==> src/logic/pe_config.svh <==
`ifndef PE_CONFIG_SVH
`define PE_CONFIG_SVH

// lane count of one processing element
`define PE_LANES 8

// signed weight and activation width
`define PE_DATA_WIDTH 8

// lane index width, wide enough to address every lane
`define PE_INDEX_WIDTH 3

// full product width, also the accumulator width
`define PE_ACC_WIDTH (2 * `PE_DATA_WIDTH)

`endif

==> src/logic/pe_pkg.sv <==
`default_nettype none

`include "pe_config.svh"

package pe_pkg;

    //////////////////////////////
    // scalar types
    //////////////////////////////

    // one weight or one activation
    typedef logic signed [`PE_DATA_WIDTH-1:0] pe_data_t;
    // picks an activation lane
    typedef logic [`PE_INDEX_WIDTH-1:0] pe_index_t;
    // product or running sum
    typedef logic signed [`PE_ACC_WIDTH-1:0] pe_acc_t;

    //////////////////////////////
    // vector types
    //////////////////////////////

    // lane 0 in the low bits
    typedef pe_data_t [`PE_LANES-1:0] pe_act_vec_t;

    // one accumulator per lane
    typedef pe_acc_t [`PE_LANES-1:0]
        pe_acc_vec_t;

    // weights on top, indices below
    typedef struct packed {
        pe_data_t [`PE_LANES-1:0] weights;
        pe_index_t [`PE_LANES-1:0] indices;
    } pe_weight_fields_t;

    // raw view for forwarding, field view for the lanes
    typedef union packed {
        logic [$bits(pe_weight_fields_t)-1:0] bits;
        pe_weight_fields_t fields;
    } pe_weight_u;

endpackage

`default_nettype wire

==> src/logic/pe_operand_if.sv <==
`timescale 1ns/10ps
`default_nettype none

`include "pe_config.svh"

// registered operands, input side to lane multipliers
interface pe_operand_if;

    // held weight word and its delayed strobe
    pe_pkg::pe_weight_u weight;
    logic weight_vld;

    // held activation vector and its delayed strobe
    pe_pkg::pe_act_vec_t act;
    logic act_vld;

    // operand register side
    modport src (
        output weight, weight_vld,
        output act, act_vld
    );

    // multiplier side
    modport dst (
        input weight, weight_vld,
        input act, act_vld
    );

endinterface

`default_nettype wire

==> src/logic/pe_accumulator.sv <==
`timescale 1ns/10ps
`default_nettype none

`include "pe_config.svh"

module pe_accumulator (
    input  wire                 i_clk,
    input  wire                 i_rst_n,
    // accumulator control
    input  wire                 i_mac_clear,
    input  wire                 i_mac_en,
    // registered products from the lanes
    input  pe_pkg::pe_acc_vec_t i_products,
    input  wire                 i_products_vld,
    // running sums
    output pe_pkg::pe_acc_vec_t o_acc
);

    // signed limits of one accumulator
    localparam pe_pkg::pe_acc_t acc_max = {1'b0, {(`PE_ACC_WIDTH-1){1'b1}}};
    localparam pe_pkg::pe_acc_t acc_min = {1'b1, {(`PE_ACC_WIDTH-1){1'b0}}};
    localparam int msb = `PE_ACC_WIDTH - 1;

    pe_pkg::pe_acc_vec_t acc_q;
    pe_pkg::pe_acc_vec_t acc_d;
    // wrapped sums and their overflow flags
    pe_pkg::pe_acc_vec_t sum;
    logic [`PE_LANES-1:0] ovf;
    logic clear_all;

    // disabled MAC behaves like a held clear
    assign clear_all = i_mac_clear | ~i_mac_en;

    //////////////////////////////
    // saturating add
    //////////////////////////////

    always_comb begin
        for (int l = 0; l < `PE_LANES; l++) begin
            sum[l] = acc_q[l] + i_products[l];
            // same input signs, different result sign
            ovf[l] = (acc_q[l][msb] == i_products[l][msb]) &&
                     (sum[l][msb] != acc_q[l][msb]);
            if (ovf[l]) begin
                // came out negative, so it ran past the top
                acc_d[l] = sum[l][msb] ? acc_max : acc_min;
            end else begin
                acc_d[l] = sum[l];
            end
        end
    end

    //////////////////////////////
    // accumulator register
    //////////////////////////////

    // clear wins over a product arriving on the same edge
    always_ff @(posedge i_clk or negedge i_rst_n) begin
        if (!i_rst_n) begin
            acc_q <= '0;
        end else if (clear_all) begin
            acc_q <= '0;
        end else if (i_products_vld) begin
            acc_q <= acc_d;
        end
    end

    assign o_acc = acc_q;

    // a clear edge leaves every lane at zero for the next cycle
    a_clear_zeroes: assert property (
        @(posedge i_clk) disable iff (!i_rst_n)
        (i_mac_clear || !i_mac_en) |=> (o_acc == '0)
    ) else $error("accumulators not zero after clear or disable");

endmodule

`default_nettype wire

==> src/logic/pe_lane_mul.sv <==
`timescale 1ns/10ps
`default_nettype none

`include "pe_config.svh"

module pe_lane_mul (
    input  wire                 i_clk,
    input  wire                 i_rst_n,
    // held operands
    pe_operand_if.dst           i_ops,
    // registered products, one per lane
    output pe_pkg::pe_acc_vec_t o_products,
    output logic                o_products_vld
);

    // field view of the held weight word
    pe_pkg::pe_weight_fields_t fields;
    // activation chosen by each lane
    pe_pkg::pe_act_vec_t pick;
    // raw products before the register
    pe_pkg::pe_acc_vec_t prod_d;
    pe_pkg::pe_acc_vec_t prod_q;
    logic prod_vld_q;

    assign fields = i_ops.weight.fields;

    //////////////////////////////
    // select and multiply
    //////////////////////////////

    // index counts from the top lane downward
    // index 0 -> top lane, index max -> lane 0
    always_comb begin
        for (int l = 0; l < `PE_LANES; l++) begin
            pick[l]   = i_ops.act[`PE_LANES - 1 - fields.indices[l]];
            // both signed, so full 16-bit signed product
            prod_d[l] = fields.weights[l] * pick[l];
        end
    end

    //////////////////////////////
    // product register
    //////////////////////////////

    // loads only on a weight strobe
    // accumulator ignores it otherwise
    always_ff @(posedge i_clk or negedge i_rst_n) begin
        if (!i_rst_n) begin
            prod_q     <= '0;
            prod_vld_q <= 1'b0;
        end else begin
            prod_vld_q <= i_ops.weight_vld;
            if (i_ops.weight_vld) begin
                prod_q <= prod_d;
            end
        end
    end

    assign o_products     = prod_q;
    assign o_products_vld = prod_vld_q;

    // product strobe must trace back to a weight strobe
    a_prod_after_weight: assert property (
        @(posedge i_clk) disable iff (!i_rst_n)
        o_products_vld |-> $past(i_ops.weight_vld)
    ) else $error("product valid without a weight valid one cycle earlier");

endmodule

`default_nettype wire

==> src/logic/pe_mac_top.sv <==
`timescale 1ns/10ps
`default_nettype none

`include "pe_config.svh"

module pe_mac_top (
    input  wire                  i_clk,
    input  wire                  i_rst_n,
    // weight beat in
    input  pe_pkg::pe_weight_u   i_wdata,
    input  wire                  i_wdata_vld,
    // activation beat in
    input  pe_pkg::pe_act_vec_t  i_mdata,
    input  wire                  i_mdata_vld,
    // accumulator control
    input  wire                  i_mac_clear,
    input  wire                  i_mac_en,
    // forwarded to the next element
    output pe_pkg::pe_weight_u   o_wdata,
    output logic                 o_wdata_vld,
    output pe_pkg::pe_act_vec_t  o_mdata,
    output logic                 o_mdata_vld,
    // per-lane running sums
    output pe_pkg::pe_acc_vec_t  o_mac_result
);

    // operand stage to multiply stage
    pe_operand_if ops ();

    // multiply stage to accumulate stage
    pe_pkg::pe_acc_vec_t products;
    logic products_vld;

    //////////////////////////////
    // pipeline stages
    //////////////////////////////

    // stage 1, operand registers
    pe_operand_regs u_operand_regs (
        .i_clk       (i_clk),
        .i_rst_n     (i_rst_n),
        .i_wdata     (i_wdata),
        .i_wdata_vld (i_wdata_vld),
        .i_mdata     (i_mdata),
        .i_mdata_vld (i_mdata_vld),
        .o_ops       (ops)
    );

    // stage 2, lane select and product register
    pe_lane_mul u_lane_mul (
        .i_clk          (i_clk),
        .i_rst_n        (i_rst_n),
        .i_ops          (ops),
        .o_products     (products),
        .o_products_vld (products_vld)
    );

    // stage 3, saturating accumulators
    pe_accumulator u_accumulator (
        .i_clk          (i_clk),
        .i_rst_n        (i_rst_n),
        .i_mac_clear    (i_mac_clear),
        .i_mac_en       (i_mac_en),
        .i_products     (products),
        .i_products_vld (products_vld),
        .o_acc          (o_mac_result)
    );

    //////////////////////////////
    // forwarding
    //////////////////////////////

    // held operands go straight on to the next element
    assign o_wdata     = ops.weight;
    assign o_wdata_vld = ops.weight_vld;
    assign o_mdata     = ops.act;
    assign o_mdata_vld = ops.act_vld;

endmodule

`default_nettype wire

==> src/logic/pe_operand_regs.sv <==
`timescale 1ns/10ps
`default_nettype none

`include "pe_config.svh"

module pe_operand_regs (
    input  wire                 i_clk,
    input  wire                 i_rst_n,
    // weight beat from the previous element
    input  pe_pkg::pe_weight_u  i_wdata,
    input  wire                 i_wdata_vld,
    // activation beat from the previous element
    input  pe_pkg::pe_act_vec_t i_mdata,
    input  wire                 i_mdata_vld,
    // held operands, also the forwarding path
    pe_operand_if.src           o_ops
);

    //////////////////////////////
    // weight side
    //////////////////////////////

    // word held until the next strobe
    // strobe copied one cycle late
    always_ff @(posedge i_clk or negedge i_rst_n) begin
        if (!i_rst_n) begin
            o_ops.weight     <= '0;
            o_ops.weight_vld <= 1'b0;
        end else begin
            o_ops.weight_vld <= i_wdata_vld;
            if (i_wdata_vld) begin
                o_ops.weight <= i_wdata;
            end
        end
    end

    //////////////////////////////
    // activation side
    //////////////////////////////

    // same scheme as weights
    // independent strobe, so an activation may land alone
    always_ff @(posedge i_clk or negedge i_rst_n) begin
        if (!i_rst_n) begin
            o_ops.act     <= '0;
            o_ops.act_vld <= 1'b0;
        end else begin
            o_ops.act_vld <= i_mdata_vld;
            if (i_mdata_vld) begin
                o_ops.act <= i_mdata;
            end
        end
    end

    //////////////////////////////
    // checks
    //////////////////////////////

    // unknown weight bits would poison every lane downstream
    // and the next element in the array as well
    a_wdata_known: assert property (
        @(posedge i_clk) disable iff (!i_rst_n)
        i_wdata_vld |-> !$isunknown(i_wdata.bits)
    ) else $error("weight strobe with unknown weight bits");

endmodule

`default_nettype wire

==> config.mk <==
export PLATFORM = sky130hd
export DESIGN_NAME = pe_mac_top
export DESIGN_NICKNAME = d
export VERILOG_FILES = /design/src/logic/pe_pkg.sv /design/src/logic/pe_operand_if.sv /design/src/logic/pe_accumulator.sv /design/src/logic/pe_lane_mul.sv /design/src/logic/pe_mac_top.sv /design/src/logic/pe_operand_regs.sv
export VERILOG_INCLUDE_DIRS = /design/src /design/src/logic
export SDC_FILE = /design/constraint.sdc
export NUM_CORES = 2
export LEC_CHECK = 0
export BUFFER_PORTS_ARGS = -buffer_cell sky130_fd_sc_hd__buf_4
export CAP_MARGIN = 20
export CORE_MARGIN = 2
export CORE_UTILIZATION = 48
export CTS_BUF_LIST = sky130_fd_sc_hd__clkbuf_4 sky130_fd_sc_hd__clkbuf_8
export DETAILED_ROUTE_END_ITERATION = 7
export GPL_ROUTABILITY_DRIVEN = 0
export PLACE_DENSITY_LB_ADDON = 0.25
export SYNTH_ARGS = -nofsm -noshare
export SYNTH_HDL_FRONTEND = slang
export SYNTH_HIERARCHICAL = 1
export SYNTH_SLANG_ARGS = --single-unit
==> constraint.sdc <==
create_clock -name i_clk -period 6.27 [get_ports i_clk]
set_clock_uncertainty 0.15 [all_clocks]
set_input_delay 1.881 -clock i_clk [delete_from_list [all_inputs] [get_ports i_clk]]
set_output_delay 1.881 -clock i_clk [all_outputs]
set_load 0.005 [all_outputs]
==> flow_metrics.env <==
export IMPL_grt_usage_pct=26.7
export IMPL_cp_top_family="adder cells"
export IMPL_maxCapViolCount=0
export IMPL_syn_area_um2=44900
export IMPL_synth_top_area_share_pct=22.9
export IMPL_drcViolationCount=0
export IMPL_dieArea_um2=95900
export IMPL_final_cell_count_no_fill=6137
export IMPL_synth_xor_area_share_pct=3.42
export IMPL_hpwl_mm=97.9
export IMPL_post_cts_buffers=0
export IMPL_cp_num_buf_inv=4
export IMPL_synth_edff_count=0
export IMPL_slowest_delay_ps=810
export IMPL_criticalPathCategory="flop to flop"
export IMPL_via_count=33712
export IMPL_cts_buffer_depth=3
export IMPL_cts_hold_buf=0
export IMPL_antenna_found_initial=2
export IMPL_wire_per_inst_um=20.5
export IMPL_dp_cells=5989
export IMPL_finalCritPeriodShare_pct=93.9
export IMPL_cts_tree="done"
export IMPL_rsz0062_at_grt="no"
export IMPL_clk_latency_ps=720
export IMPL_synthAdderAreaFrac_pct=30.1
export IMPL_drtAntennaViolNets=0
export IMPL_core_um2=92900
export IMPL_grt_ovfl_total=0
export IMPL_worstMarginPinSlew_ps=1050
export IMPL_crit_chain="mux4_2 -> mux2i_2 -> nor2b_1 -> fa_1 -> inv_1 -> fa_1 -> inv_1 -> fa_1 -> inv_1 -> fa_1 -> inv_1 -> ha_1 -> o211ai_1 -> o21ai_0 -> o2111ai_1 -> a31oi_1 -> nor3_1 -> o31ai_1"
export IMPL_worst_r2r_path_depth=18
export IMPL_synth_area_mux_share_pct=14.7
export IMPL_root_buffer="clkbuf_8"
export IMPL_reg2reg_slack_ps=380
export IMPL_drive_above_1_share_pct=22.0
export IMPL_hp_class="flop to flop"
export IMPL_cp_required_ps=6700
export IMPL_syn_instance_count=4347
export IMPL_ys_async_sr_fraction_pct=100
export IMPL_cts_inserted_buffers=82
export IMPL_timing_fmax_mhz=170
export IMPL_start_util_pct=48.3
export IMPL_firstDrtPassIters=5
export IMPL_clk_pin_slew_ps=70
export IMPL_critical_path_slowest_cell="dfrtp_1"
export IMPL_maxSlewViolCount=0
export IMPL_fin_nets=5784
export IMPL_period_minus_slack_ps=5890
export IMPL_max_slew_margin_rel_pct=30.2
export IMPL_first_global_vias=34401
export IMPL_cp_max_fo=18
export IMPL_port_buffers=439
export IMPL_die_h_um=310
export IMPL_routed_via_density=5.49
export IMPL_hold_start="u_accumulator/o_acc[19]"
export IMPL_grt_start_max_net_pins=129
export IMPL_tns_ps=0
export IMPL_ys_types=73
export IMPL_cp_end_kind="flop"
export IMPL_grt_pass1_wl_mm=197
export IMPL_status="finished clean"
export IMPL_nFillCells=8197
export IMPL_worstPathArrival_ps=6320
export IMPL_ios=440
export IMPL_drt_wl_total_mm=126
export IMPL_htree_levels=3
export IMPL_ys_flop_type="dfrtp_1"
export IMPL_num_rows=112
export IMPL_cts_sinks=411
export IMPL_yosysSeqAreaShare_pct=22.9
export IMPL_drt_iter0_drc=2345
export IMPL_die_w_um=310
export IMPL_rr_startpoint="u_operand_regs/o_ops.weight[22]"
export IMPL_synthToLayoutAreaGrowth_pct=14.7
export IMPL_synth_seq_cells=411
export IMPL_timing_rr_end="u_lane_mul/o_products[127]"
export IMPL_yosys_area_share_simple_pct=12.3
export IMPL_worst_path_stages=18
export IMPL_ys_warn_count=6
export IMPL_synth_top_family_by_area="adder cells"
export IMPL_hold_viol=0
export IMPL_crit_end="u_lane_mul/o_products[127]"
export IMPL_hold_ws_ps=350
export IMPL_avgSynthCellArea_um2=10.3
export IMPL_synth_fp_nets=5312
export IMPL_setup_violations=0
export IMPL_synth_top_cells_by_area="dfrtp_1 23%, fa_1 20%, ha_1 9.8%"
export IMPL_synth_compound_area_share_pct=9.52
export IMPL_cp_startpoint="u_operand_regs/o_ops.weight[22]"
export IMPL_synth_largest_area_cell="dfrtp_1"
export IMPL_start_kind="flop"
==> per-stage QoR <==
step | cell area (µm²) | worst slack, ps | utilization, %
4_1_cts | 51500 | 325 | 55.4
6_report | 51500 | 384 | 55.4
5_1_grt | 51500 | 29.9 | 55.4
3_3_place_gp | 49600 | 437 | 53.4
3_5_place_dp | 49600 | 343 | 53.4
2_1_floorplan | 44900 | 817 | -
==> kinds of logic (layout without fill, tap and decap cells) <==
logic type / count (synthesis) / after routing
muxes: 430 / 430
other: 0 / 4
buffers and inverters: 783 / 1315
xor gates and xnor gates: 175 / 175
adders and majority gates: 808 / 808
and+or+nand+nor: 1080 / 1080
AOI/OAI and AO/OA: 660 / 660
DFF: 411 / 411
==> cell usage in the layout, fill, tap and decap left out, types with 64 or more instances in the layout <==
cell        n
o21a_1     64
a21oi_1   127
nand2b_1   98
dfrtp_1   409
xnor2_1   120
clkbuf_8  100
buf_4     490
mux4_2    128
nor2_1    148
mux2_2    216
ha_1      352
fa_1      455
nand2_1   300
nor2b_1   306
o21ai_0   181
inv_1     675
==> worst min path at each step <==
stage                                       endpoint  slack [ps]  cells after the start
after floorplan            u_lane_mul/o_products_vld         240                      0
after global placement    u_lane_mul/o_products[120]         330                      1
after detailed placement  u_lane_mul/o_products[120]         330                      1
after CTS                  u_lane_mul/o_products[80]         350                      1
after global routing       u_lane_mul/o_products[74]         380                      2
final                        u_accumulator/o_acc[19]         350                      2
==> timing repair <==
| action | 4_1_cts | 5_1_grt |
|---|---|---|
| endpoints found under the setup margin | 0 | 3 |
| endpoints found under the hold margin | 0 | 0 |
| gates resized for setup | 0 | 2 |
==> state kept, by name (all words and copies together) (netlist names) <==
name / flops
u_operand_regs/o_ops.weight_vld: 1
u_operand_regs/o_ops.act: 64
u_lane_mul/o_products: 128
u_lane_mul/o_products_vld: 1
u_operand_regs/o_ops.weight: 88
u_accumulator/o_acc: 128
u_operand_regs/o_ops.act_vld: 1
==> synthesized netlist by cell type, drive strengths merged (21+ instances only) <==
cell type    n
inv        676
fa         455
dfrtp      411
ha         352
nor2b      306
nand2      300
mux2       236
o21ai      199
nor2       148
a21oi      128
mux4       128
xnor2      120
nand2b      98
mux2i       66
o21a        64
nor3        61
buf         60
and2        58
xor2        55
a21o        50
clkbuf      47
o31ai       37
a31oi       32
nand3       32
a211oi      27
or3         26
o211ai      21
==> routing by layer <==
metal / part of all wire, % / vias up / wire length [µm] / GRT usage (%)
li1: - / 15552 / - / -
met1: 44 / 16774 / 55200 / 36.3
met2: 46 / 1153 / 57800 / 42.6
met3: 7.4 / 233 / 9240 / 5.98
met4: 2.8 / 0 / 3470 / 8.06
met5: 0 / - / 0 / 0
==> layout make-up <==
cell class / count / area [µm²] / share of cell area (%)
well taps: 1254 / 1570 / 3.05
multi-input cells: 3153 / 31500 / 61.1
repair buffers: 495 / 3770 / 7.33
clock inverters: 28 / 328 / 0.637
clock buffers: 116 / 1500 / 2.91
inverters: 676 / 2540 / 4.93
flip-flops and latches: 411 / 10300 / 20.0
diodes: 4 / 10.0 / 0.0194
==> worst register-to-register path, stage by stage (launching register included) <==
cell,delay (ps)
dfrtp_1,810
mux4_2,430
mux2i_2,490
nor2b_1,140
fa_1,550
inv_1,60
fa_1,530
inv_1,50
fa_1,470
inv_1,50
fa_1,470
inv_1,40
ha_1,310
o211ai_1,90
o21ai_0,380
o2111ai_1,200
a31oi_1,250
nor3_1,80
o31ai_1,230
Power is not shown: default switching activity piles up to over one toggle a cycle in this logic, so the estimate is an artifact.
